### config.mk
export PLATFORM = sky130hd
export DESIGN_NAME = u2_ctrl_top
export DESIGN_NICKNAME = d
export VERILOG_FILES = /design/src/rtl/u2_ctrl_pkg.sv /design/src/rtl/wb_decoder.sv /design/src/rtl/settings_bus.sv /design/src/rtl/misc_ctrl.sv /design/src/rtl/time_64bit.sv /design/src/rtl/readback_mux.sv /design/src/rtl/u2_ctrl_top.sv
export SDC_FILE = /design/constraint.sdc
export NUM_CORES = 1
export LEC_CHECK = 0
export BUFFER_PORTS_ARGS = -buffer_cell sky130_fd_sc_hd__clkbuf_2
export CAP_MARGIN = 20
export CORE_MARGIN = 3
export CORE_UTILIZATION = 25
export CTS_BUF_LIST = sky130_fd_sc_hd__clkbuf_2 sky130_fd_sc_hd__clkbuf_4 sky130_fd_sc_hd__clkbuf_8
export DETAILED_ROUTE_END_ITERATION = 12
export HOLD_SLACK_MARGIN = 0.05
export PLACE_DENSITY_LB_ADDON = 0.2
export SYNTH_ARGS = -nofsm -noshare
export SYNTH_HDL_FRONTEND = slang
export SYNTH_HIERARCHICAL = 1
export SYNTH_SLANG_ARGS = --single-unit
### constraint.sdc
create_clock -name dsp_clk -period 4.91 [get_ports dsp_clk]
set_input_delay 0 -clock dsp_clk [delete_from_list [all_inputs] [get_ports dsp_clk]]
set_output_delay 0 -clock dsp_clk [all_outputs]
set_load 0.01 [all_outputs]
### src/rtl/u2_ctrl_pkg.sv
// Shared definitions for the slow-control block
// Bus widths, settings addresses, address map and bus structs

package u2_ctrl_pkg;

   ////////////////////////////////////////
   // Bus widths
   localparam int DW  = 32;
   localparam int AW  = 16;
   localparam int SW  = 4;
   localparam int SAW = 8;

   ////////////////////////////////////////
   // Settings register map
   localparam logic [SAW-1:0] SR_MISC        = 8'd0;
   localparam logic [SAW-1:0] MISC_CLK_OFS   = 8'd0;
   localparam logic [SAW-1:0] MISC_SER_OFS   = 8'd1;
   localparam logic [SAW-1:0] MISC_ADC_OFS   = 8'd2;
   localparam logic [SAW-1:0] MISC_LED_OFS   = 8'd3;
   localparam logic [SAW-1:0] MISC_PHY_OFS   = 8'd4;
   localparam logic [SAW-1:0] MISC_LSRC_OFS  = 8'd6;

   localparam logic [SAW-1:0] SR_TIME64      = 8'd10;
   localparam logic [SAW-1:0] TIME_HI_OFS    = 8'd0;
   localparam logic [SAW-1:0] TIME_LO_OFS    = 8'd1;
   localparam logic [SAW-1:0] TIME_CTRL_OFS  = 8'd2;
   // Bits of the load control word
   localparam int LOAD_NOW_BIT = 0;
   localparam int LOAD_PPS_BIT = 1;

   ////////////////////////////////////////
   // Wishbone address map
   localparam logic [AW-1:0] SETTINGS_BASE = 16'h7000;
   localparam logic [AW-1:0] READBACK_BASE = 16'h5C00;

   // Readback word indices
   localparam logic [3:0] RB_STATUS  = 4'd8;
   localparam logic [3:0] RB_TIME_HI = 4'd10;
   localparam logic [3:0] RB_TIME_LO = 4'd11;
   localparam logic [3:0] RB_COMPAT  = 4'd12;
   localparam logic [3:0] RB_IRQ     = 4'd13;
   localparam logic [3:0] RB_PPS_HI  = 4'd14;
   localparam logic [3:0] RB_PPS_LO  = 4'd15;

   ////////////////////////////////////////
   // Bus structs
   typedef struct packed {
      logic          cyc;
      logic          stb;
      logic          we;
      logic [AW-1:0] adr;
      logic [SW-1:0] sel;
      logic [DW-1:0] dat;
   } wb_req_t;

   typedef struct packed {
      logic          ack;
      logic [DW-1:0] dat;
   } wb_rsp_t;

   typedef struct packed {
      logic           stb;
      logic [SAW-1:0] addr;
      logic [DW-1:0]  data;
   } set_bus_t;

   // Board control lines, in settings bit order
   typedef struct packed {
      logic       clock_ready;
      logic [1:0] clk_en;
      logic [1:0] clk_sel;
      logic       ser_enable;
      logic       ser_prbsen;
      logic       ser_loopen;
      logic       ser_rx_en;
      logic       adc_oe_a;
      logic       adc_on_a;
      logic       adc_oe_b;
      logic       adc_on_b;
   } misc_ctl_t;

endpackage

### src/rtl/wb_decoder.sv
// Wishbone address decoder
// Routes cycles to the settings writer or the readback slave,
// and acks unmapped cycles with zero data

`timescale 1ns/1ps

module wb_decoder (
   input  logic                 dsp_clk,
   input  logic                 rst_i,
   input  u2_ctrl_pkg::wb_req_t wb_req_i,
   output u2_ctrl_pkg::wb_rsp_t wb_rsp_o,
   output u2_ctrl_pkg::wb_req_t set_req_o,
   input  u2_ctrl_pkg::wb_rsp_t set_rsp_i,
   output u2_ctrl_pkg::wb_req_t rb_req_o,
   input  u2_ctrl_pkg::wb_rsp_t rb_rsp_i
);

   logic set_hit;
   logic rb_hit;
   logic nomap_ack_q;

   // Settings space is 1K, readback is 64 bytes
   assign set_hit = (wb_req_i.adr[15:10] == u2_ctrl_pkg::SETTINGS_BASE[15:10]);
   assign rb_hit  = (wb_req_i.adr[15:6] == u2_ctrl_pkg::READBACK_BASE[15:6]);

   always_comb begin
      set_req_o     = wb_req_i;
      set_req_o.stb = wb_req_i.stb & set_hit;
      rb_req_o      = wb_req_i;
      rb_req_o.stb  = wb_req_i.stb & rb_hit;
   end

   // Local ack so an unmapped cycle still terminates
   always_ff @(posedge dsp_clk) begin
      if (rst_i) begin
         nomap_ack_q <= 1'b0;
      end else begin
         nomap_ack_q <= wb_req_i.cyc & wb_req_i.stb & ~set_hit & ~rb_hit & ~nomap_ack_q;
      end
   end

   always_comb begin
      if (set_hit) begin
         wb_rsp_o = set_rsp_i;
      end else if (rb_hit) begin
         wb_rsp_o = rb_rsp_i;
      end else begin
         wb_rsp_o = '{ack: nomap_ack_q, dat: '0};
      end
   end

   // Only one responder may ack in any cycle
   a_one_ack : assert property (@(posedge dsp_clk) disable iff (rst_i)
      $onehot0({set_rsp_i.ack, rb_rsp_i.ack, nomap_ack_q}))
      else $error("more than one slave acked");

endmodule

### src/rtl/settings_bus.sv
// Settings writer
// Turns Wishbone writes into single-cycle settings strobes

`timescale 1ns/1ps

module settings_bus (
   input  logic                  dsp_clk,
   input  logic                  rst_i,
   input  u2_ctrl_pkg::wb_req_t  wb_req_i,
   output u2_ctrl_pkg::wb_rsp_t  wb_rsp_o,
   output u2_ctrl_pkg::set_bus_t set_o
);

   logic                        ack_q;
   logic                        stb_q;
   logic [u2_ctrl_pkg::SAW-1:0] addr_q;
   logic [u2_ctrl_pkg::DW-1:0]  data_q;

   always_ff @(posedge dsp_clk) begin
      if (rst_i) begin
         ack_q <= 1'b0;
         stb_q <= 1'b0;
      end else begin
         ack_q <= wb_req_i.cyc & wb_req_i.stb & ~ack_q;
         stb_q <= wb_req_i.cyc & wb_req_i.stb & wb_req_i.we & ~ack_q;
      end
   end

   // Word address within the 1K settings window
   always_ff @(posedge dsp_clk) begin
      addr_q <= wb_req_i.adr[9:2];
      data_q <= wb_req_i.dat;
   end

   assign set_o        = '{stb: stb_q, addr: addr_q, data: data_q};
   assign wb_rsp_o.ack = ack_q;
   assign wb_rsp_o.dat = '0;

   a_ack_single : assert property (@(posedge dsp_clk) disable iff (rst_i)
      (ack_q || stb_q) |=> !(ack_q || stb_q))
      else $error("settings ack or strobe held two cycles");

endmodule

### src/rtl/misc_ctrl.sv
// Miscellaneous control registers
// Clock, SERDES, ADC and PHY control lines plus the LED source mix

`timescale 1ns/1ps

module misc_ctrl #(
   parameter logic [7:0] LED_SRC_RESET = 8'h1E
) (
   input  logic                   dsp_clk,
   input  logic                   rst_i,
   input  u2_ctrl_pkg::set_bus_t  set_i,
   input  logic                   run_rx_i,
   input  logic                   run_tx_i,
   input  logic                   clk_status_i,
   input  logic                   serdes_link_up_i,
   input  logic                   good_sync_i,
   output u2_ctrl_pkg::misc_ctl_t misc_ctl_o,
   output logic                   phy_resetn_o,
   output logic [7:0]             leds_o
);

   localparam logic [7:0] ADDR_CLK  = u2_ctrl_pkg::SR_MISC + u2_ctrl_pkg::MISC_CLK_OFS;
   localparam logic [7:0] ADDR_SER  = u2_ctrl_pkg::SR_MISC + u2_ctrl_pkg::MISC_SER_OFS;
   localparam logic [7:0] ADDR_ADC  = u2_ctrl_pkg::SR_MISC + u2_ctrl_pkg::MISC_ADC_OFS;
   localparam logic [7:0] ADDR_LED  = u2_ctrl_pkg::SR_MISC + u2_ctrl_pkg::MISC_LED_OFS;
   localparam logic [7:0] ADDR_PHY  = u2_ctrl_pkg::SR_MISC + u2_ctrl_pkg::MISC_PHY_OFS;
   localparam logic [7:0] ADDR_LSRC = u2_ctrl_pkg::SR_MISC + u2_ctrl_pkg::MISC_LSRC_OFS;

   logic [4:0] clk_reg;
   logic [3:0] ser_reg;
   logic [3:0] adc_reg;
   logic [7:0] led_sw;
   logic       phy_reset;
   logic [7:0] led_src;
   logic [7:0] led_hw;

   ////////////////////////////////////////
   // Setting registers
   always_ff @(posedge dsp_clk) begin
      if (rst_i) begin
         clk_reg   <= '0;
         ser_reg   <= '0;
         adc_reg   <= '0;
         led_sw    <= '0;
         phy_reset <= 1'b0;
         led_src   <= LED_SRC_RESET;
      end else if (set_i.stb) begin
         case (set_i.addr)
            ADDR_CLK:  clk_reg   <= set_i.data[4:0];
            ADDR_SER:  ser_reg   <= set_i.data[3:0];
            ADDR_ADC:  adc_reg   <= set_i.data[3:0];
            ADDR_LED:  led_sw    <= set_i.data[7:0];
            ADDR_PHY:  phy_reset <= set_i.data[0];
            ADDR_LSRC: led_src   <= set_i.data[7:0];
            default: ;
         endcase
      end
   end

   // Field order of the struct matches the register bit order
   assign misc_ctl_o   = {clk_reg, ser_reg, adc_reg};
   assign phy_resetn_o = ~phy_reset;

   ////////////////////////////////////////
   // LED mix
   // Source bit 1 picks the hardware state, 0 the software bit
   assign led_hw = {3'b000, run_tx_i, run_rx_i, clk_status_i,
                    serdes_link_up_i & good_sync_i, 1'b0};

   assign leds_o = (led_src & led_hw) | (~led_src & led_sw);

endmodule

### src/rtl/time_64bit.sv
// 64-bit VITA time counter
// Loads immediately or on the next PPS edge, latches time at each PPS edge

`timescale 1ns/1ps

module time_64bit (
   input  logic                  dsp_clk,
   input  logic                  rst_i,
   input  u2_ctrl_pkg::set_bus_t set_i,
   input  logic                  pps_i,
   output logic [63:0]           vita_time_o,
   output logic [63:0]           vita_time_pps_o,
   output logic                  good_sync_o
);

   localparam logic [7:0] ADDR_HI   = u2_ctrl_pkg::SR_TIME64 + u2_ctrl_pkg::TIME_HI_OFS;
   localparam logic [7:0] ADDR_LO   = u2_ctrl_pkg::SR_TIME64 + u2_ctrl_pkg::TIME_LO_OFS;
   localparam logic [7:0] ADDR_CTRL = u2_ctrl_pkg::SR_TIME64 + u2_ctrl_pkg::TIME_CTRL_OFS;

   logic [31:0] time_hi_q;
   logic [31:0] time_lo_q;
   logic        ctrl_wr;
   logic        load_now;
   logic        load_pps;
   logic        pps_pending;
   logic        pps_meta;
   logic        pps_sync;
   logic        pps_del;
   logic        pps_edge;

   // Staged time words
   always_ff @(posedge dsp_clk) begin
      if (set_i.stb && set_i.addr == ADDR_HI) begin
         time_hi_q <= set_i.data;
      end
      if (set_i.stb && set_i.addr == ADDR_LO) begin
         time_lo_q <= set_i.data;
      end
   end

   assign ctrl_wr  = set_i.stb && (set_i.addr == ADDR_CTRL);
   assign load_now = ctrl_wr && set_i.data[u2_ctrl_pkg::LOAD_NOW_BIT];
   assign load_pps = ctrl_wr && set_i.data[u2_ctrl_pkg::LOAD_PPS_BIT];

   ////////////////////////////////////////
   // PPS sync and edge detect
   always_ff @(posedge dsp_clk) begin
      if (rst_i) begin
         pps_meta <= 1'b0;
         pps_sync <= 1'b0;
         pps_del  <= 1'b0;
      end else begin
         pps_meta <= pps_i;
         pps_sync <= pps_meta;
         pps_del  <= pps_sync;
      end
   end

   assign pps_edge = pps_sync & ~pps_del;

   ////////////////////////////////////////
   // Counter, armed load and PPS latch
   always_ff @(posedge dsp_clk) begin
      if (rst_i) begin
         vita_time_o     <= '0;
         vita_time_pps_o <= '0;
         pps_pending     <= 1'b0;
         good_sync_o     <= 1'b0;
      end else begin
         vita_time_o <= vita_time_o + 64'd1;
         if (load_now) begin
            vita_time_o <= {time_hi_q, time_lo_q};
         end
         if (load_pps) begin
            pps_pending <= 1'b1;
         end
         if (pps_edge) begin
            // Latch the running value before any load
            vita_time_pps_o <= vita_time_o;
            if (pps_pending) begin
               vita_time_o <= {time_hi_q, time_lo_q};
               pps_pending <= 1'b0;
               good_sync_o <= 1'b1;
            end
         end
      end
   end

   a_load_now : assert property (@(posedge dsp_clk) disable iff (rst_i)
      (load_now && !(pps_edge && pps_pending)) |=>
         (vita_time_o == {$past(time_hi_q), $past(time_lo_q)}))
      else $error("immediate time load missed");

endmodule

### src/rtl/readback_mux.sv
// Readback slave
// Returns one of sixteen status words over Wishbone

`timescale 1ns/1ps

module readback_mux #(
   parameter logic [31:0] COMPAT_NUM = {16'd9, 16'd0}
) (
   input  logic                 dsp_clk,
   input  logic                 rst_i,
   input  u2_ctrl_pkg::wb_req_t wb_req_i,
   output u2_ctrl_pkg::wb_rsp_t wb_rsp_o,
   input  logic [31:0]          status_i,
   input  logic [63:0]          vita_time_i,
   input  logic [63:0]          vita_time_pps_i,
   input  logic                 clk_status_i,
   input  logic                 serdes_link_up_i
);

   logic        ack_q;
   logic [31:0] dat_q;
   logic [31:0] irq_word;
   logic [31:0] rd_word;

   assign irq_word = {20'd0, clk_status_i, serdes_link_up_i, 10'd0};

   always_comb begin
      case (wb_req_i.adr[5:2])
         u2_ctrl_pkg::RB_STATUS:  rd_word = status_i;
         u2_ctrl_pkg::RB_TIME_HI: rd_word = vita_time_i[63:32];
         u2_ctrl_pkg::RB_TIME_LO: rd_word = vita_time_i[31:0];
         u2_ctrl_pkg::RB_COMPAT:  rd_word = COMPAT_NUM;
         u2_ctrl_pkg::RB_IRQ:     rd_word = irq_word;
         u2_ctrl_pkg::RB_PPS_HI:  rd_word = vita_time_pps_i[63:32];
         u2_ctrl_pkg::RB_PPS_LO:  rd_word = vita_time_pps_i[31:0];
         default:                 rd_word = '0;
      endcase
   end

   always_ff @(posedge dsp_clk) begin
      if (rst_i) begin
         ack_q <= 1'b0;
      end else begin
         ack_q <= wb_req_i.cyc & wb_req_i.stb & ~ack_q;
      end
   end

   // Sampled with the ack so data matches the request cycle
   always_ff @(posedge dsp_clk) begin
      dat_q <= rd_word;
   end

   assign wb_rsp_o.ack = ack_q;
   assign wb_rsp_o.dat = dat_q;

   a_ack_after_stb : assert property (@(posedge dsp_clk) disable iff (rst_i)
      ack_q |-> $past(wb_req_i.cyc && wb_req_i.stb))
      else $error("readback ack without request");

endmodule

### src/rtl/u2_ctrl_top.sv
// Slow-control top level
// Wishbone decoder, settings writer, readback slave, misc registers
// and the VITA time counter

`timescale 1ns/1ps

module u2_ctrl_top #(
   parameter logic [7:0]  LED_SRC_RESET = 8'h1E,
   parameter logic [31:0] COMPAT_NUM    = {16'd9, 16'd0}
) (
   input  logic                   dsp_clk,
   input  logic                   rst_i,
   input  u2_ctrl_pkg::wb_req_t   wb_req_i,
   output u2_ctrl_pkg::wb_rsp_t   wb_rsp_o,
   input  logic                   pps_i,
   input  logic [31:0]            status_i,
   input  logic                   run_rx_i,
   input  logic                   run_tx_i,
   input  logic                   clk_status_i,
   input  logic                   serdes_link_up_i,
   output u2_ctrl_pkg::misc_ctl_t misc_ctl_o,
   output logic                   phy_resetn_o,
   output logic [7:0]             leds_o
);

   u2_ctrl_pkg::wb_req_t  set_req;
   u2_ctrl_pkg::wb_rsp_t  set_rsp;
   u2_ctrl_pkg::wb_req_t  rb_req;
   u2_ctrl_pkg::wb_rsp_t  rb_rsp;
   u2_ctrl_pkg::set_bus_t set_bus;
   logic [63:0]           vita_time;
   logic [63:0]           vita_time_pps;
   logic                  good_sync;

   ////////////////////////////////////////
   // Wishbone side
   wb_decoder i_wb_decoder (
      .dsp_clk   (dsp_clk),
      .rst_i     (rst_i),
      .wb_req_i  (wb_req_i),
      .wb_rsp_o  (wb_rsp_o),
      .set_req_o (set_req),
      .set_rsp_i (set_rsp),
      .rb_req_o  (rb_req),
      .rb_rsp_i  (rb_rsp)
   );

   settings_bus i_settings_bus (
      .dsp_clk  (dsp_clk),
      .rst_i    (rst_i),
      .wb_req_i (set_req),
      .wb_rsp_o (set_rsp),
      .set_o    (set_bus)
   );

   readback_mux #(.COMPAT_NUM(COMPAT_NUM)) i_readback_mux (
      .dsp_clk          (dsp_clk),
      .rst_i            (rst_i),
      .wb_req_i         (rb_req),
      .wb_rsp_o         (rb_rsp),
      .status_i         (status_i),
      .vita_time_i      (vita_time),
      .vita_time_pps_i  (vita_time_pps),
      .clk_status_i     (clk_status_i),
      .serdes_link_up_i (serdes_link_up_i)
   );

   ////////////////////////////////////////
   // Settings bus units
   misc_ctrl #(.LED_SRC_RESET(LED_SRC_RESET)) i_misc_ctrl (
      .dsp_clk          (dsp_clk),
      .rst_i            (rst_i),
      .set_i            (set_bus),
      .run_rx_i         (run_rx_i),
      .run_tx_i         (run_tx_i),
      .clk_status_i     (clk_status_i),
      .serdes_link_up_i (serdes_link_up_i),
      .good_sync_i      (good_sync),
      .misc_ctl_o       (misc_ctl_o),
      .phy_resetn_o     (phy_resetn_o),
      .leds_o           (leds_o)
   );

   time_64bit i_time_64bit (
      .dsp_clk         (dsp_clk),
      .rst_i           (rst_i),
      .set_i           (set_bus),
      .pps_i           (pps_i),
      .vita_time_o     (vita_time),
      .vita_time_pps_o (vita_time_pps),
      .good_sync_o     (good_sync)
   );

endmodule

==> out/summary.txt <==
Overall Power: 5.79 mW
Placement Setup Slack: 1970 ps
hpwl dp: 28600 um
Clock Latency Late Sink: 640 ps
CTS max path bufs: 3
fin crit period: 2920 ps
Avg WL per Cell: 18.1 um
Synth Cell Area: 13500 um2
cell family with most CP delay: compound AO/OA/AOI/OAI gates
f_max: 342 MHz
Synth Warn #: 6
Int Pwr: 4.50 mW
post-CTS resize count: 0
die span in x: 239 um
Sw Pwr: 1.29 mW
layout cell share with drive strength beyond 1: 19.9%
Setup WS post-layout: 1990 ps
All-Layer GR Usage: 14.4%
first-pass GRT wire length: 63700 um
Worst Skew: 36.8 ps
Final Max Slew Viols: 0
CP Buf/Inv Count: 1
Die ar.: 57000 um2
Worst path max stage delay: 1020 ps
post-layout util: 31.7%
RSZ-0062 raised after global routing: false
Comb power frac: 4.9%
# rows: 84
CP endpoint kind: flip-flop
final hold vios: 0
Leak: 6.19 nW
CORE AREA: 53100 um2
post-CTS setup buffer count: 0
max_cap viols: 0
Antenna Nets Post-Route: 0
routability cong.: 0.823
WL final: 41600 um
diodes inserted: 0
worst reg2reg setup slack: 1990 ps
CTS tree: done
Num Clock Sinks: 303
Setup CP Type: flip-flop to flip-flop
vias per inst: 4.65
Clock Power Share: 50.0%
final-stage net count: 1657
area grow syn2layout: 24.4%
part of the cycle the worst path needs: 59.5%
Die Y-Extent: 239 um
Slew HR: 26.9%
Fin Hold WS: 98.1 ps
largest net degree at the start of global routing: 84
Syn Inst Count: 1371
Top Registers: i_time_64bit/vita_time_o (64), i_time_64bit/vita_time_pps_o (64)
CP max FO: 29
grt ovf: 0
Starting Density: 25.5%
Mapped Avg Cell Area: 9.87 um2
Detailed Routing Iterations Pass 1: 5
power share of the sequential group: 45.1%
clock root cell: clkbuf_8
status: finished, final reports clean
vias in the first global route: 10600
maximum vdd drop: 0.267 mV
hold buffer count at cts: 123
worst-margin pin slew: 1100 ps
final-report setup violation count: 0
Pwr per Cell Area: 344 nW/um2
crit path DAT: 3420 ps
switching fraction of total power: 22.3%
drt drc: 0
number of buffers added on ports: 142
DR iter-0 viols: 716
Fill cells: 5496
antenna violations before repair: 0
Inserted Clock Buffers: 57
clk slew on worst S/H paths: 50 ps
cell breakdown of the critical path: nor4b_1, a41o_1, buf_4, nor3_1, mux2i_1, nand2_1
Total Neg Setup Slack: 0 ps
vias post-DR: 10700
Ports: 149
CTS H-Tree Depth: 2
Crit-path slowest cell: a41o_1
min-delay worst type: input port to flip-flop
CP startpoint kind: flip-flop
CP Data Required Time: 5410 ps
## worst min-delay path, cell delays in order
cell and delay [ps]:
clkbuf_2 120, nor4_4 50, buf_4 230, and2_1 200
nand2_1 50, nor3_1 40
## power by group through the flow
stage,Clock [mW],Sequential [mW],Combinational (mW)
after CTS,3.01,2.61,0.284
after global placement,0,2.66,0.210
after detailed placement,0,2.66,0.212
final,2.90,2.61,0.281
after global routing,3.11,2.61,0.308
after floorplan,0,2.64,0.168
## cell type report
class	count	area, um2	area share, %
sequential	303	6710	39.8
multi-input combinational	904	5790	34.4
timing repair buffer	279	2050	12.2
clock buffer	90	1100	6.54
tap	688	861	5.11
clock inverter	18	264	1.57
inverter	17	63.8	0.379
## cells in the final DEF, fill, tap and decap left out, drive strengths merged, types with 32 or more instances in the layout
cell / count
a22o: 32
nand2b: 37
a21oi: 100
dlygate4sd3: 123
edfxtp: 64
nor2: 47
mux2i: 64
xnor2: 35
dfxtp: 239
o21ai: 41
clkbuf: 231
nand2: 192
nand3: 43
conb: 32
## per-stage QoR
stage / std cells / cell area, um2
6_report: 2299 / 16800
5_1_grt: 2299 / 16800
4_1_cts: 2299 / 16800
3_5_place_dp: 2068 / 14200
3_3_place_gp: 2068 / 14200
2_1_floorplan: 1402 / 13700
## routing by layer
| layer | global-route usage, % | routed length [um] | up-vias |
|---|---|---|---|
| met1 | 20.0 | 20000 | 5100 |
| met4 | 4.45 | 1010 | 0 |
| met3 | 2.92 | 2100 | 74 |
| li1 | - | - | 5231 |
| met2 | 22.4 | 18500 | 294 |
| met5 | 0 | 0 | - |
## final timing paths
path / start / cells past startpoint / endpoint
max: i_settings_bus/addr_q[5]$_DFF_P_ / 6 / i_time_64bit/vita_time_o[41]$_SDFF_PP0_
min: wb_req_i[51] / 6 / i_readback_mux/ack_q$_SDFF_PP0_
max reg2reg: i_settings_bus/addr_q[5]$_DFF_P_ / 6 / i_time_64bit/vita_time_o[41]$_SDFF_PP0_
min reg2reg: i_readback_mux/ack_q$_SDFF_PP0_ / 1 / i_readback_mux/ack_q$_SDFF_PP0_
No activity file was read; power rests on OpenSTA's default activity.
